==> src/source/riscv_isa_pkg.sv <==
// RV32 instruction set definitions
// major opcodes and word types shared by the compressed decoder
// and the testbench reference model

package riscv_isa_pkg;

  // full 32-bit instruction word
  typedef logic [31:0] instr_t;

  // one 16-bit compressed parcel
  typedef logic [15:0] cinstr_t;

  // major opcode field, bits 6:0
  typedef logic [6:0] opcode_t;

  ////////////////////////////////////////
  // major opcodes used by the expansion
  ////////////////////////////////////////

  // register-register alu ops
  localparam opcode_t OPCODE_OP     = 7'h33;
  // register-immediate alu ops
  localparam opcode_t OPCODE_OPIMM  = 7'h13;
  // loads
  localparam opcode_t OPCODE_LOAD   = 7'h03;
  // stores
  localparam opcode_t OPCODE_STORE  = 7'h23;
  // jump and link
  localparam opcode_t OPCODE_JAL    = 7'h6f;
  // jump and link register
  localparam opcode_t OPCODE_JALR   = 7'h67;
  // conditional branches
  localparam opcode_t OPCODE_BRANCH = 7'h63;
  // load upper immediate
  localparam opcode_t OPCODE_LUI    = 7'h37;

endpackage

==> src/source/fetch_pkg.sv <==
// fetch front end types
// byte addresses, fetch FIFO entries and the instruction handed to the core

package fetch_pkg;

  import riscv_isa_pkg::*;

  // byte address
  typedef logic [31:0] addr_t;

  // one fetched memory word tagged with its word address
  typedef struct packed {
    addr_t  addr;
    instr_t data;
  } fifo_entry_t;

  // instruction presented to the core
  typedef struct packed {
    addr_t  pc;
    // expanded to RV32 when it came from a 16-bit parcel
    instr_t instr;
    logic   is_compressed;
    logic   illegal;
  } fetch_out_t;

endpackage

==> src/source/compressed_decoder.sv <==
// compressed instruction decoder
// expands the 16-bit parcels of the core's compressed variant to RV32
// and raises illegal on reserved encodings and forbidden zero registers
// 32-bit words pass through unchanged

`timescale 1ns/1ps

module compressed_decoder
  import riscv_isa_pkg::*;
(
  input  instr_t instr_i,
  output instr_t instr_o,
  output logic   is_compressed_o,
  output logic   illegal_instr_o
);

  cinstr_t     c;
  logic [4:0]  rd;
  logic [4:0]  rs2;
  logic [4:0]  rs1p;
  logic [4:0]  rs2p;
  logic [4:0]  rs3p;
  logic [11:0] imm6;
  logic        imm6_zero;

  assign c    = instr_i[15:0];
  // full register fields
  assign rd   = c[11:7];
  assign rs2  = c[6:2];
  // 3-bit register fields map onto x8..x15
  assign rs1p = {2'b01, c[9:7]};
  assign rs2p = {2'b01, c[4:2]};
  assign rs3p = {2'b01, c[12:10]};
  // sign-extended 6-bit immediate
  assign imm6      = {{6{c[12]}}, c[12], c[6:2]};
  assign imm6_zero = ({c[12], c[6:2]} == 6'b0);

  always_comb begin
    instr_o         = '0;
    is_compressed_o = 1'b1;
    illegal_instr_o = 1'b0;

    unique case (c[1:0])
      ////////////////////////////////////////
      // quadrant 0
      2'b00: begin
        unique case (c[15:13])
          // c.mv when bit 12 is low, c.add when high
          3'b000: begin
            instr_o         = {7'b0, rs2, (c[12] ? rd : 5'b0), 3'b000, rd, OPCODE_OP};
            illegal_instr_o = (rd == 5'b0);
          end
          // c.srai
          3'b001: begin
            instr_o         = {7'b0100000, rs2, rd, 3'b101, rd, OPCODE_OPIMM};
            illegal_instr_o = c[12] || (rs2 == 5'b0) || (rd == 5'b0);
          end
          // c.sw
          3'b010: instr_o = {5'b0, c[5], c[12], rs2p, rs1p, 3'b010, c[11:10], c[6], 2'b00,
                             OPCODE_STORE};
          3'b011: begin
            unique case ({c[12:10], c[6:5]})
              // c.xor
              5'b00000: instr_o = {7'b0, rs2p, rs1p, 3'b100, rs1p, OPCODE_OP};
              // c.srl
              5'b00101: instr_o = {7'b0, rs2p, rs1p, 3'b101, rs1p, OPCODE_OP};
              // c.sllr uses rs2' for every operand
              5'b01100: instr_o = {7'b0, rs2p, rs2p, 3'b001, rs2p, OPCODE_OP};
              // c.sltur writes rs2'
              5'b01111: instr_o = {7'b0, rs2p, rs1p, 3'b011, rs2p, OPCODE_OP};
              default:  illegal_instr_o = 1'b1;
            endcase
          end
          // c.sub
          3'b100: begin
            instr_o         = {7'b0100000, rs2, rd, 3'b000, rd, OPCODE_OP};
            illegal_instr_o = c[12] || (rs2 == 5'b0) || (rd == 5'b0);
          end
          // c.add3 c.sub3 c.or3 c.and3 picked by bits 6:5
          3'b101: instr_o = {1'b0, (c[6:5] == 2'b01), 5'b0, rs2p, rs1p,
                             (c[6] ? {2'b11, c[5]} : 3'b000), rs3p, OPCODE_OP};
          // c.lw
          3'b110: instr_o = {5'b0, c[5], c[12:10], c[6], 2'b00, rs1p, 3'b010, rs2p,
                             OPCODE_LOAD};
          default: illegal_instr_o = 1'b1;
        endcase
      end

      ////////////////////////////////////////
      // quadrant 1
      2'b01: begin
        unique case (c[15:13])
          // c.slli and c.srli differ in bit 13 only
          3'b000, 3'b001: begin
            instr_o         = {7'b0, rs2, rd, c[13], 2'b01, rd, OPCODE_OPIMM};
            illegal_instr_o = (rd == 5'b0) || c[12] || (rs2 == 5'b0);
          end
          // c.swsp
          3'b010: instr_o = {4'b0, c[8:7], c[12], rs2, 5'h02, 3'b010, c[11:9], 2'b00,
                             OPCODE_STORE};
          // c.addin c.xorin c.orin c.andin
          3'b100: begin
            instr_o         = {{9{c[12]}}, c[12:10], rs1p, {c[6] | c[5], c[6], c[6] & c[5]},
                               rs2p, OPCODE_OPIMM};
            illegal_instr_o = (c[12:10] == 3'b0);
          end
          // c.addi4spn
          3'b101: instr_o = {2'b0, c[10:7], c[12:11], c[5], c[6], 2'b00, 5'h02, 3'b000, rs2p,
                             OPCODE_OPIMM};
          // c.lwsp needs a real destination
          3'b110: begin
            instr_o         = {4'b0, c[3:2], c[12], c[6:4], 2'b00, 5'h02, 3'b010, rd,
                               OPCODE_LOAD};
            illegal_instr_o = (rd == 5'b0);
          end
          default: illegal_instr_o = 1'b1;
        endcase
      end

      ////////////////////////////////////////
      // quadrant 2
      2'b10: begin
        unique case (c[15:13])
          // c.j and c.jal, bit 13 selects the link register
          3'b000, 3'b001: instr_o = {c[12], c[11:7], c[2], c[6:3], {9{c[12]}}, 4'b0, c[13],
                                     OPCODE_JAL};
          // c.beqz and c.bnez
          3'b010, 3'b011: instr_o = {{3{c[12]}}, c[12:10], c[2], 5'b0, rs1p, 2'b00, c[13],
                                     c[6:3], c[12], OPCODE_BRANCH};
          // c.jr with a zero immediate, c.li otherwise
          3'b100: begin
            if (imm6_zero) begin
              instr_o = {12'b0, rd, 3'b000, 5'b0, OPCODE_JALR};
            end else begin
              instr_o = {imm6, 5'b0, 3'b000, rd, OPCODE_OPIMM};
            end
            illegal_instr_o = (rd == 5'b0);
          end
          // c.jalr with a zero immediate, c.lui otherwise
          3'b101: begin
            if (imm6_zero) begin
              instr_o = {12'b0, rd, 3'b000, 5'b00001, OPCODE_JALR};
            end else begin
              instr_o = {{15{c[12]}}, rs2, rd, OPCODE_LUI};
            end
            illegal_instr_o = (rd == 5'b0);
          end
          // c.addi16sp when rd is zero, c.addi otherwise
          3'b110: begin
            if (rd == 5'b0) begin
              instr_o = {{3{c[12]}}, c[4:2], c[5], c[6], 4'b0, 5'h02, 3'b000, 5'h02,
                         OPCODE_OPIMM};
            end else begin
              instr_o = {imm6, rd, 3'b000, rd, OPCODE_OPIMM};
            end
            illegal_instr_o = imm6_zero;
          end
          // c.andi
          default: begin
            instr_o         = {imm6, rd, 3'b111, rd, OPCODE_OPIMM};
            illegal_instr_o = (rd == 5'b0);
          end
        endcase
      end

      // already a full 32-bit instruction
      default: begin
        instr_o         = instr_i;
        is_compressed_o = 1'b0;
      end
    endcase
  end

endmodule

==> src/source/fetch_fifo.sv <==
// fetch FIFO
// circular buffer of tagged instruction words between the requester
// and the aligner, flushed in one cycle on a redirect

`timescale 1ns/1ps

module fetch_fifo
  import fetch_pkg::*;
#(
  parameter int unsigned FIFO_DEPTH = 4,
  localparam int unsigned AW = (FIFO_DEPTH > 1) ? $clog2(FIFO_DEPTH) : 1,
  localparam int unsigned CW = $clog2(FIFO_DEPTH + 1)
) (
  input  logic          clk,
  input  logic          rst_n_i,
  input  logic          flush_i,
  input  logic          push_i,
  input  fifo_entry_t   entry_i,
  input  logic          pop_i,
  output fifo_entry_t   head_o,
  output logic          empty_o,
  output logic [CW-1:0] count_o
);

  fifo_entry_t   mem_q [FIFO_DEPTH];
  logic [AW-1:0] wr_ptr_q;
  logic [AW-1:0] rd_ptr_q;
  logic          full;
  logic          do_push;
  logic          do_pop;

  assign full    = (count_o == CW'(FIFO_DEPTH));
  assign empty_o = (count_o == '0);
  assign head_o  = mem_q[rd_ptr_q];

  // flush wins over both ports
  assign do_push = push_i && !flush_i;
  assign do_pop  = pop_i && !flush_i;

  ////////////////////////////////////////
  // pointers and occupancy
  ////////////////////////////////////////

  always_ff @(posedge clk or negedge rst_n_i) begin
    if (!rst_n_i) begin
      wr_ptr_q <= '0;
      rd_ptr_q <= '0;
      count_o  <= '0;
    end else if (flush_i) begin
      wr_ptr_q <= '0;
      rd_ptr_q <= '0;
      count_o  <= '0;
    end else begin
      // power-of-two depth lets the pointers wrap on their own
      if (do_push) begin
        wr_ptr_q <= wr_ptr_q + 1'b1;
      end
      if (do_pop) begin
        rd_ptr_q <= rd_ptr_q + 1'b1;
      end
      count_o <= count_o + CW'(do_push) - CW'(do_pop);
    end
  end

  // storage
  always_ff @(posedge clk) begin
    if (do_push) begin
      mem_q[wr_ptr_q] <= entry_i;
    end
  end

  // requester credits keep the buffer from overflowing
  a_no_push_full: assert property (@(posedge clk) disable iff (!rst_n_i)
    do_push |-> !full);

  // aligner only pops a word it has seen
  a_no_pop_empty: assert property (@(posedge clk) disable iff (!rst_n_i)
    pop_i |-> !empty_o);

endmodule

==> src/source/instr_aligner.sv <==
// instruction aligner
// walks the fetched words one halfword at a time, joins 32-bit
// instructions that straddle two words, expands compressed parcels
// and holds the result in the output register until the core takes it

`timescale 1ns/1ps

module instr_aligner
  import riscv_isa_pkg::*, fetch_pkg::*;
(
  input  logic        clk,
  input  logic        rst_n_i,
  input  logic        branch_i,
  input  addr_t       branch_addr_i,
  input  fifo_entry_t head_i,
  input  logic        empty_i,
  input  logic        instr_ready_i,
  output logic        pop_o,
  output fetch_out_t  fetch_o,
  output logic        instr_valid_o
);

  // which halfword of the head word comes next
  typedef enum logic [1:0] {
    ALIGN_LOW,
    ALIGN_HIGH,
    ALIGN_SPLIT
  } align_state_e;

  align_state_e state_q;
  align_state_e state_d;
  addr_t        pc_q;
  // low half of a 32-bit instruction that began in the previous word
  cinstr_t      carry_q;
  instr_t       dec_in;
  instr_t       dec_instr;
  logic         dec_c;
  logic         dec_ill;
  logic         valid_q;
  logic         slot_free;
  logic         advance;
  logic         emit;
  logic         take_carry;

  // redirect drops the held instruction in the same cycle
  assign instr_valid_o = valid_q && !branch_i;

  assign slot_free = !valid_q || instr_ready_i;
  assign advance   = !branch_i && slot_free && !empty_i;

  // candidate instruction for the current position
  always_comb begin
    unique case (state_q)
      ALIGN_HIGH:  dec_in = {16'h0000, head_i.data[31:16]};
      ALIGN_SPLIT: dec_in = {head_i.data[15:0], carry_q};
      default:     dec_in = head_i.data;
    endcase
  end

  compressed_decoder i_compressed_decoder (
    .instr_i         (dec_in),
    .instr_o         (dec_instr),
    .is_compressed_o (dec_c),
    .illegal_instr_o (dec_ill)
  );

  // an upper halfword starting a 32-bit instruction waits for the next word
  assign take_carry = advance && (state_q == ALIGN_HIGH) && !dec_c;
  assign emit       = advance && ((state_q != ALIGN_HIGH) || dec_c);

  // word is done once its upper halfword has been used
  assign pop_o = advance && (((state_q == ALIGN_LOW) && !dec_c) || (state_q == ALIGN_HIGH));

  ////////////////////////////////////////
  // halfword position FSM
  ////////////////////////////////////////

  always_comb begin
    state_d = state_q;
    if (advance) begin
      unique case (state_q)
        ALIGN_LOW:  state_d = dec_c ? ALIGN_HIGH : ALIGN_LOW;
        ALIGN_HIGH: state_d = dec_c ? ALIGN_LOW : ALIGN_SPLIT;
        default:    state_d = ALIGN_HIGH;
      endcase
    end
  end

  always_ff @(posedge clk or negedge rst_n_i) begin
    if (!rst_n_i) begin
      state_q <= ALIGN_LOW;
      pc_q    <= '0;
      valid_q <= 1'b0;
    end else if (branch_i) begin
      // odd halfword target skips the low half of the first word
      state_q <= branch_addr_i[1] ? ALIGN_HIGH : ALIGN_LOW;
      pc_q    <= branch_addr_i;
      valid_q <= 1'b0;
    end else begin
      state_q <= state_d;
      if (emit) begin
        pc_q    <= pc_q + (dec_c ? 32'd2 : 32'd4);
        valid_q <= 1'b1;
      end else if (instr_ready_i) begin
        valid_q <= 1'b0;
      end
    end
  end

  // output and carry registers
  always_ff @(posedge clk) begin
    if (take_carry) begin
      carry_q <= head_i.data[31:16];
    end
    if (emit) begin
      fetch_o <= '{pc: pc_q, instr: dec_instr, is_compressed: dec_c, illegal: dec_ill};
    end
  end

  // word at the head must be the one the PC points into
  a_head_matches_pc: assert property (@(posedge clk) disable iff (!rst_n_i)
    (!branch_i && !empty_i) |->
      (head_i.addr[31:2] == pc_q[31:2] + 30'(state_q == ALIGN_SPLIT)));

endmodule

==> src/source/instr_fetch_top.sv <==
// instruction fetch front end
// prefetch requester, fetch FIFO and aligner between instruction
// memory and the core, restarted by a redirect from the core

`timescale 1ns/1ps

module instr_fetch_top
  import riscv_isa_pkg::*, fetch_pkg::*;
#(
  parameter int unsigned FIFO_DEPTH = 4
) (
  input  logic       clk,
  input  logic       rst_n_i,
  // redirect from the core
  input  logic       branch_i,
  input  addr_t      branch_addr_i,
  // instruction memory
  input  logic       mem_rvalid_i,
  input  instr_t     mem_rdata_i,
  output logic       mem_req_o,
  output addr_t      mem_addr_o,
  // instruction to the core
  input  logic       instr_ready_i,
  output fetch_out_t fetch_o,
  output logic       instr_valid_o
);

  localparam int unsigned CW = $clog2(FIFO_DEPTH + 1);

  logic          fifo_push;
  logic          fifo_pop;
  logic          fifo_empty;
  logic [CW-1:0] fifo_count;
  fifo_entry_t   fifo_entry;
  fifo_entry_t   fifo_head;

  prefetch_requester #(
    .FIFO_DEPTH (FIFO_DEPTH)
  ) i_prefetch_requester (
    .clk           (clk),
    .rst_n_i       (rst_n_i),
    .branch_i      (branch_i),
    .branch_addr_i (branch_addr_i),
    .mem_rvalid_i  (mem_rvalid_i),
    .mem_rdata_i   (mem_rdata_i),
    .fifo_count_i  (fifo_count),
    .mem_req_o     (mem_req_o),
    .mem_addr_o    (mem_addr_o),
    .fifo_push_o   (fifo_push),
    .fifo_entry_o  (fifo_entry)
  );

  // redirect empties the buffer
  fetch_fifo #(
    .FIFO_DEPTH (FIFO_DEPTH)
  ) i_fetch_fifo (
    .clk     (clk),
    .rst_n_i (rst_n_i),
    .flush_i (branch_i),
    .push_i  (fifo_push),
    .entry_i (fifo_entry),
    .pop_i   (fifo_pop),
    .head_o  (fifo_head),
    .empty_o (fifo_empty),
    .count_o (fifo_count)
  );

  instr_aligner i_instr_aligner (
    .clk           (clk),
    .rst_n_i       (rst_n_i),
    .branch_i      (branch_i),
    .branch_addr_i (branch_addr_i),
    .head_i        (fifo_head),
    .empty_i       (fifo_empty),
    .instr_ready_i (instr_ready_i),
    .pop_o         (fifo_pop),
    .fetch_o       (fetch_o),
    .instr_valid_o (instr_valid_o)
  );

endmodule

==> src/source/prefetch_requester.sv <==
// prefetch requester
// issues word reads to instruction memory as long as credits remain
// and tags every response with its address before pushing it to the FIFO
// after a redirect the responses of stale reads are dropped

`timescale 1ns/1ps

module prefetch_requester
  import riscv_isa_pkg::*, fetch_pkg::*;
#(
  parameter int unsigned FIFO_DEPTH = 4,
  localparam int unsigned AW = (FIFO_DEPTH > 1) ? $clog2(FIFO_DEPTH) : 1,
  localparam int unsigned CW = $clog2(FIFO_DEPTH + 1)
) (
  input  logic          clk,
  input  logic          rst_n_i,
  input  logic          branch_i,
  input  addr_t         branch_addr_i,
  input  logic          mem_rvalid_i,
  input  instr_t        mem_rdata_i,
  input  logic [CW-1:0] fifo_count_i,
  output logic          mem_req_o,
  output addr_t         mem_addr_o,
  output logic          fifo_push_o,
  output fifo_entry_t   fifo_entry_o
);

  addr_t         next_addr_q;
  addr_t         req_addr;
  // addresses of outstanding reads in request order
  addr_t         tag_q [FIFO_DEPTH];
  logic [AW-1:0] tag_wr_q;
  logic [AW-1:0] tag_rd_q;
  logic [CW-1:0] out_cnt_q;
  logic [CW-1:0] out_cnt_d;
  logic [CW-1:0] drop_cnt_q;
  logic [CW:0]   used;
  logic          req_d;

  // redirect target word overrides the sequential address
  assign req_addr = branch_i ? {branch_addr_i[31:2], 2'b00} : next_addr_q;

  // reads in flight, the strobe on the bus now, and words already buffered
  assign used  = {1'b0, out_cnt_q} + {1'b0, fifo_count_i} + {{CW{1'b0}}, mem_req_o};
  assign req_d = used < (CW + 1)'(FIFO_DEPTH);

  assign out_cnt_d = out_cnt_q + CW'(mem_req_o) - CW'(mem_rvalid_i);

  // responses in the redirect cycle belong to the old stream as well
  assign fifo_push_o  = mem_rvalid_i && (drop_cnt_q == '0) && !branch_i;
  assign fifo_entry_o = '{addr: tag_q[tag_rd_q], data: mem_rdata_i};

  always_ff @(posedge clk or negedge rst_n_i) begin
    if (!rst_n_i) begin
      mem_req_o   <= 1'b0;
      next_addr_q <= '0;
      out_cnt_q   <= '0;
      drop_cnt_q  <= '0;
      tag_wr_q    <= '0;
      tag_rd_q    <= '0;
    end else begin
      mem_req_o <= req_d;
      out_cnt_q <= out_cnt_d;
      if (req_d) begin
        next_addr_q <= req_addr + 32'd4;
      end else if (branch_i) begin
        next_addr_q <= req_addr;
      end
      if (mem_req_o) begin
        tag_wr_q <= tag_wr_q + 1'b1;
      end
      if (mem_rvalid_i) begin
        tag_rd_q <= tag_rd_q + 1'b1;
      end
      // every read still open at a redirect is stale
      if (branch_i) begin
        drop_cnt_q <= out_cnt_d;
      end else if (mem_rvalid_i && (drop_cnt_q != '0)) begin
        drop_cnt_q <= drop_cnt_q - 1'b1;
      end
    end
  end

  always_ff @(posedge clk) begin
    if (req_d) begin
      mem_addr_o <= req_addr;
    end
    if (mem_req_o) begin
      tag_q[tag_wr_q] <= mem_addr_o;
    end
  end

  // reads in flight plus buffered words stay within the FIFO size
  a_credit_limit: assert property (@(posedge clk) disable iff (!rst_n_i)
    used <= (CW + 1)'(FIFO_DEPTH));

  // memory only answers reads that were issued
  a_no_orphan_rvalid: assert property (@(posedge clk) disable iff (!rst_n_i)
    mem_rvalid_i |-> (out_cnt_q != '0));

endmodule

==> config.mk <==
export PLATFORM = sky130hd
export DESIGN_NAME = instr_fetch_top
export DESIGN_NICKNAME = d
export VERILOG_FILES = /design/src/source/riscv_isa_pkg.sv /design/src/source/fetch_pkg.sv /design/src/source/compressed_decoder.sv /design/src/source/fetch_fifo.sv /design/src/source/instr_aligner.sv /design/src/source/instr_fetch_top.sv /design/src/source/prefetch_requester.sv
export SDC_FILE = /design/constraint.sdc
export NUM_CORES = 1
export LEC_CHECK = 0
export BUFFER_PORTS_ARGS = -buffer_cell sky130_fd_sc_hd__buf_4
export CAP_MARGIN = 0
export CORE_MARGIN = 2
export CORE_UTILIZATION = 50
export DETAILED_ROUTE_END_ITERATION = 10
export HOLD_SLACK_MARGIN = 0.03
export PLACE_DENSITY = 0.71
export SLEW_MARGIN = 20
export SYNTH_ARGS = -nofsm -noshare
export SYNTH_HDL_FRONTEND = slang
export SYNTH_HIERARCHICAL = 1
export SYNTH_SLANG_ARGS = --single-unit
==> constraint.sdc <==
create_clock -name clk -period 9.95 [get_ports clk]
set_clock_uncertainty 0.1 [all_clocks]
set_input_delay 1.99 -clock clk [delete_from_list [all_inputs] [get_ports clk]]
set_output_delay 1.99 -clock clk [all_outputs]
set_load 0.005 [all_outputs]
After elaboration in Yosys (flattened, before gate mapping)

Memories as Yosys holds them, arrays and structs flattened.
Cells that the tools add are included.

Flip-flop bits (word level): 199
Latch bits: 0
Bits in writable memories: 384
Memory bits (read-only): 0
Input bits: 69
Word-level logic and storage cells: 144
Memories kept: 2

Add/subtract/negate cells: 13
$mul: 0
Div/mod/pow operators: 0
Magnitude comparators: 1
Equal/unequal tests: 15
Shift-type cells: 0
Mux-type cells: 43
Bitwise gates (word level): 2
Reduce and logical (&&, ||, !) cells: 50

Memories:

| name                       | words | width | rd ports | clocked after Yosys merged registers in | write ports | RTL line                 | text |
|---|---|---|---|---|---|---|---|
| i_fetch_fifo.mem_q         | 4     | 64    | 1        | 0                                       | 1           | fetch_fifo.sv:25         | `fifo_entry_t mem_q [FIFO_DEPTH];` |
| i_prefetch_requester.tag_q | 4     | 32    | 1        | 0                                       | 1           | prefetch_requester.sv:31 | `addr_t tag_q [FIFO_DEPTH];` |

Operators with widths:

| operator                                                              | count |
|---|---|
| 32-bit case mux with 5 select lines                                   | 2 |
| 32-bit two-way mux                                                    | 7 |
| 31-bit case mux with 7 select lines                                   | 1 |
| 24-bit case mux with 4 select lines                                   | 1 |
| 32-bit case mux with 3 select lines                                   | 1 |
| 32-bit case mux with 2 select lines                                   | 1 |
| 32-bit by 3-bit adder with 32-bit output, second input constant       | 1 |
| 32-bit adder                                                          | 1 |
| 29-bit two-way mux                                                    | 1 |
| 5-bit zero test                                                       | 3 |
| 3-bit two-way mux                                                     | 5 |
| 2-bit two-way mux                                                     | 7 |
| 1-bit logical AND                                                     | 13 |
| 3-bit zero test                                                       | 4 |
| 2-bit nonzero test                                                    | 6 |
| 1-bit two-way mux                                                     | 11 |
| 5-bit by 4-bit equality test with 1-bit output, second input constant | 2 |
| 3-bit equality test, second input constant                            | 3 |
| 2-bit by 1-bit adder with 2-bit output, second input constant         | 4 |
| 1-bit case mux with 4 select lines                                    | 2 |
| 2-bit OR reduction                                                    | 4 |
| 4-bit OR reduction                                                    | 2 |
| 1-bit logical OR                                                      | 7 |
| 3-bit by 1-bit adder with 3-bit output                                | 2 |
| 22 further kinds                                                      | 33 |

Longest topological paths before layout

Depth in word-level cells: 12
Depth in mapped cells: 21
Gate-level depth less buffers: 17

Hierarchy

The synthesis kept the hierarchy.

Modules (own cells, without submodules):

| module             | instances | cells an instance | area an instance (µm²) |
|---|---|---|---|
| fetch_fifo         | 1         | 375               | 9708.1 |
| prefetch_requester | 1         | 535               | 8846.0 |
| instr_aligner      | 1         | 460               | 5253.8 |
| compressed_decoder | 1         | 450               | 2538.7 |

Least setup slack after synthesis

Ideal clock, no wire load.

Kind: input-to-reg
From: in branch_i
To: mem i_fetch_fifo/mem_q[0][0] in the netlist's numbering (enable)
Library setup time: 429 ps
Arrival time: 5141 ps
Data required time: 9421 ps
Setup slack: 4281 ps
Cell stages on the path: 9
Cell sequence: buf_6 > buf_6 > buf_4 > buf_2 > clkbuf_1 > buf_2 > nor3b_1 > nor2b_1 > and2_1

Cells in the longest elaborated chain, start to end: 5

Ends and longest elaborated chain:

| item                                    | RTL line                 | text |
|---|---|---|
| from (decl)                             | instr_fetch_top.sv:15    | `input logic branch_i,` |
| 1-bit zero test                         | prefetch_requester.sv:50 | `assign fifo_push_o = mem_rvalid_i && (drop_cnt_q == '0) && !branch_i;` |
| 1-bit logical AND                       | prefetch_requester.sv:50 |  |
| net fifo_push                           | instr_fetch_top.sv:30    | `logic fifo_push;` |
| 1-bit logical AND                       | fetch_fifo.sv:37         | `assign do_push = push_i && !flush_i;` |
| 1-bit two-way mux                       | fetch_fifo.sv:67         | `if (do_push) begin` |
| 1-bit two-way mux (not written as such) | fetch_fifo.sv:68         | `mem_q[wr_ptr_q] <= entry_i;` |
| to (decl)                               | fetch_fifo.sv:25         |  |

The timed path passes the listed nets, and every way through them passes these cells.

==> impl_metrics.toml <==
[hold_path]
hp-class = "flop to flop"

[logic_synthesis]
synth.avg_cell_area_um2 = 11.5
syn-cell-area_um2 = 16900
synth_cells = 1468
yosys_warnings = 6
synth_nets = 1559

[sta]
fin_ws_ps = 4200
fin_tns_setup_ps = 0
timing.final.hold_violations = 0
setup_viol = 0
max-slew-margin-rel_pct = 34.9
period_minus_slack_ps = 5750
finalMaxSlewViolations = 0
rsz0062_at_grt = "false"
period_share_pct = 57.8
timing.hold.ws_ps = 347
max_freq_ghz = 0.174
worst-slew-pin-transition_ps = 976

[clock_network]
cts_buffers = 36
cts_tree = "yes"
post-cts-setup-buffer-count = 0
ctsHoldBuffers = 0
clock_latency_ps = 540
cts_buffer_depth = 3
cts_sinks = 323
cts_resized = 0
cts-root-buf = "clkbuf_16"
path_clk_slew_ps = 60
h-tree-depth = 2

[routing]
wl_per_cell_um = 21.9
wirelength_um = 44700
ant_nets = 0
vias = 12600
vias_per_cell = 6.18
firstDrtPassIters = 6
drt-initial-drc-count = 1536
drc = 0

[floorplanning]
die_h_um = 188
fp.dieW_um = 188
io_pins = 169
rows = 67
start_util_pct = 50.6
fp.dieArea_um2 = 35300
core_um2 = 33400

[setup_path]
path_class = "flop to flop"
cp-start-kind = "flop"
crit_arrival_ps = 6070
worstPathMaxFanout = 71
critPathCaptureType = "flop"
critical_path_required_ps = 10270

[global_route]
grt_pass1_wl_um = 69600
overflow = 0
first_global_vias = 12000
grt_max_degree = 82
groute.usage.overall_pct = 25.1
antenna_found_initial = 3

[power_and_ir_drop]
finalPower_mw = 4.35
power_leakage_nw = 7.15
power_density_nw_per_um2 = 224
vdd_drop_max_mv = 0.170

[run]
drv_cap = 0

[placed_design]
port_buffers = 168
pre_cts_ws_ps = 4180
hpwl_um = 30000
finalWeightedCongestion = 0.923
placed_area_um2 = 18200
placedCellCount = 1975

[status]
status = "completed"

[final_layout]
finalInstanceArea_um2 = 19400
final-instance-count-excl-fill = 2042
drive_gt1_share_pct = 22.2
area_growth_pct = 14.9
nets = 1657
final_cell_mix = "edfxtp_1, buf_4, nand2_1"
fin_util_pct = 58.1
final_common_cell = "edfxtp_1"
==> state kept, by name (all words and copies together), names as in the netlist <==
register and count:
i_instr_aligner/valid_q 1, i_prefetch_requester/drop_cnt_q 3, i_prefetch_requester/mem_req_o 1, i_fetch_fifo/mem_q 128, i_instr_aligner/state_q 2, i_instr_aligner/carry_q 16
i_fetch_fifo/count_o 3, i_fetch_fifo/wr_ptr_q 2, i_prefetch_requester/mem_addr_o 32, i_instr_aligner/fetch_o 66, i_prefetch_requester/out_cnt_q 3, i_prefetch_requester/next_addr_q 32
i_fetch_fifo/rd_ptr_q 2, i_instr_aligner/pc_q 32
==> worst max-delay path: stages (launching register included) <==
cell and delay [ps]:
dfrtp_2 330, buf_4 510, mux4_2 610, a22oi_1 210
a21oi_2 90, buf_4 280, inv_1 640, nor2_1 330
inv_2 360, nand2b_1 200, nand3_1 80, buf_4 260
inv_2 80, buf_4 650, nor2_1 400, o21a_1 270
a211o_1 220
==> final timing paths <==
| kind | from | end | slack [ps] | cells after the start |
|---|---|---|---|---|
| worst max-delay path | i_fetch_fifo/rd_ptr_q[0]$_DFFE_PN0P_ | i_instr_aligner/pc_q[23]$_DFFE_PN0P_ | 4200 | 16 |
| worst min-delay path | i_instr_aligner/pc_q[0]$_DFFE_PN0P_ | i_instr_aligner/fetch_o[34]$_DFFE_PP_ | 350 | 0 |
| worst max register to register | i_fetch_fifo/rd_ptr_q[0]$_DFFE_PN0P_ | i_instr_aligner/pc_q[23]$_DFFE_PN0P_ | 4200 | 16 |
| worst min register to register | i_instr_aligner/pc_q[0]$_DFFE_PN0P_ | i_instr_aligner/fetch_o[34]$_DFFE_PP_ | 350 | 0 |
| max in group asynchronous | rst_n_i | i_fetch_fifo/rd_ptr_q[0]$_DFFE_PN0P_ | 7730 | 1 |
| min in group asynchronous | rst_n_i | i_instr_aligner/pc_q[30]$_DFFE_PN0P_ | 1400 | 1 |
==> report_power, final <==
part           internal (mW)  leakage (nW)  total, mW  switching [mW]
clock network          0.747         0.566       1.28           0.537
registers               1.66          3.19       1.74          0.0888
logic                  0.484          3.40       1.33           0.842
total                   2.89          7.15       4.35            1.47
==> layout make-up <==
cell class	count	area (um^2)
flip-flops and latches	323	9300
multi-input cells	944	6660
clock inverters	19	200
inverters	61	229
well taps	448	561
fillers	2672	14000
repair buffers	200	1530
clock buffers	44	961
diodes	3	7.51
==> per-layer routing <==
layer	global-route usage, %	part of all wire (%)
met5	0	0
met4	8.42	2.7
met3	4.38	9.5
met2	36.3	44
met1	38.3	44
No activity file was read; power rests on OpenSTA's default activity.
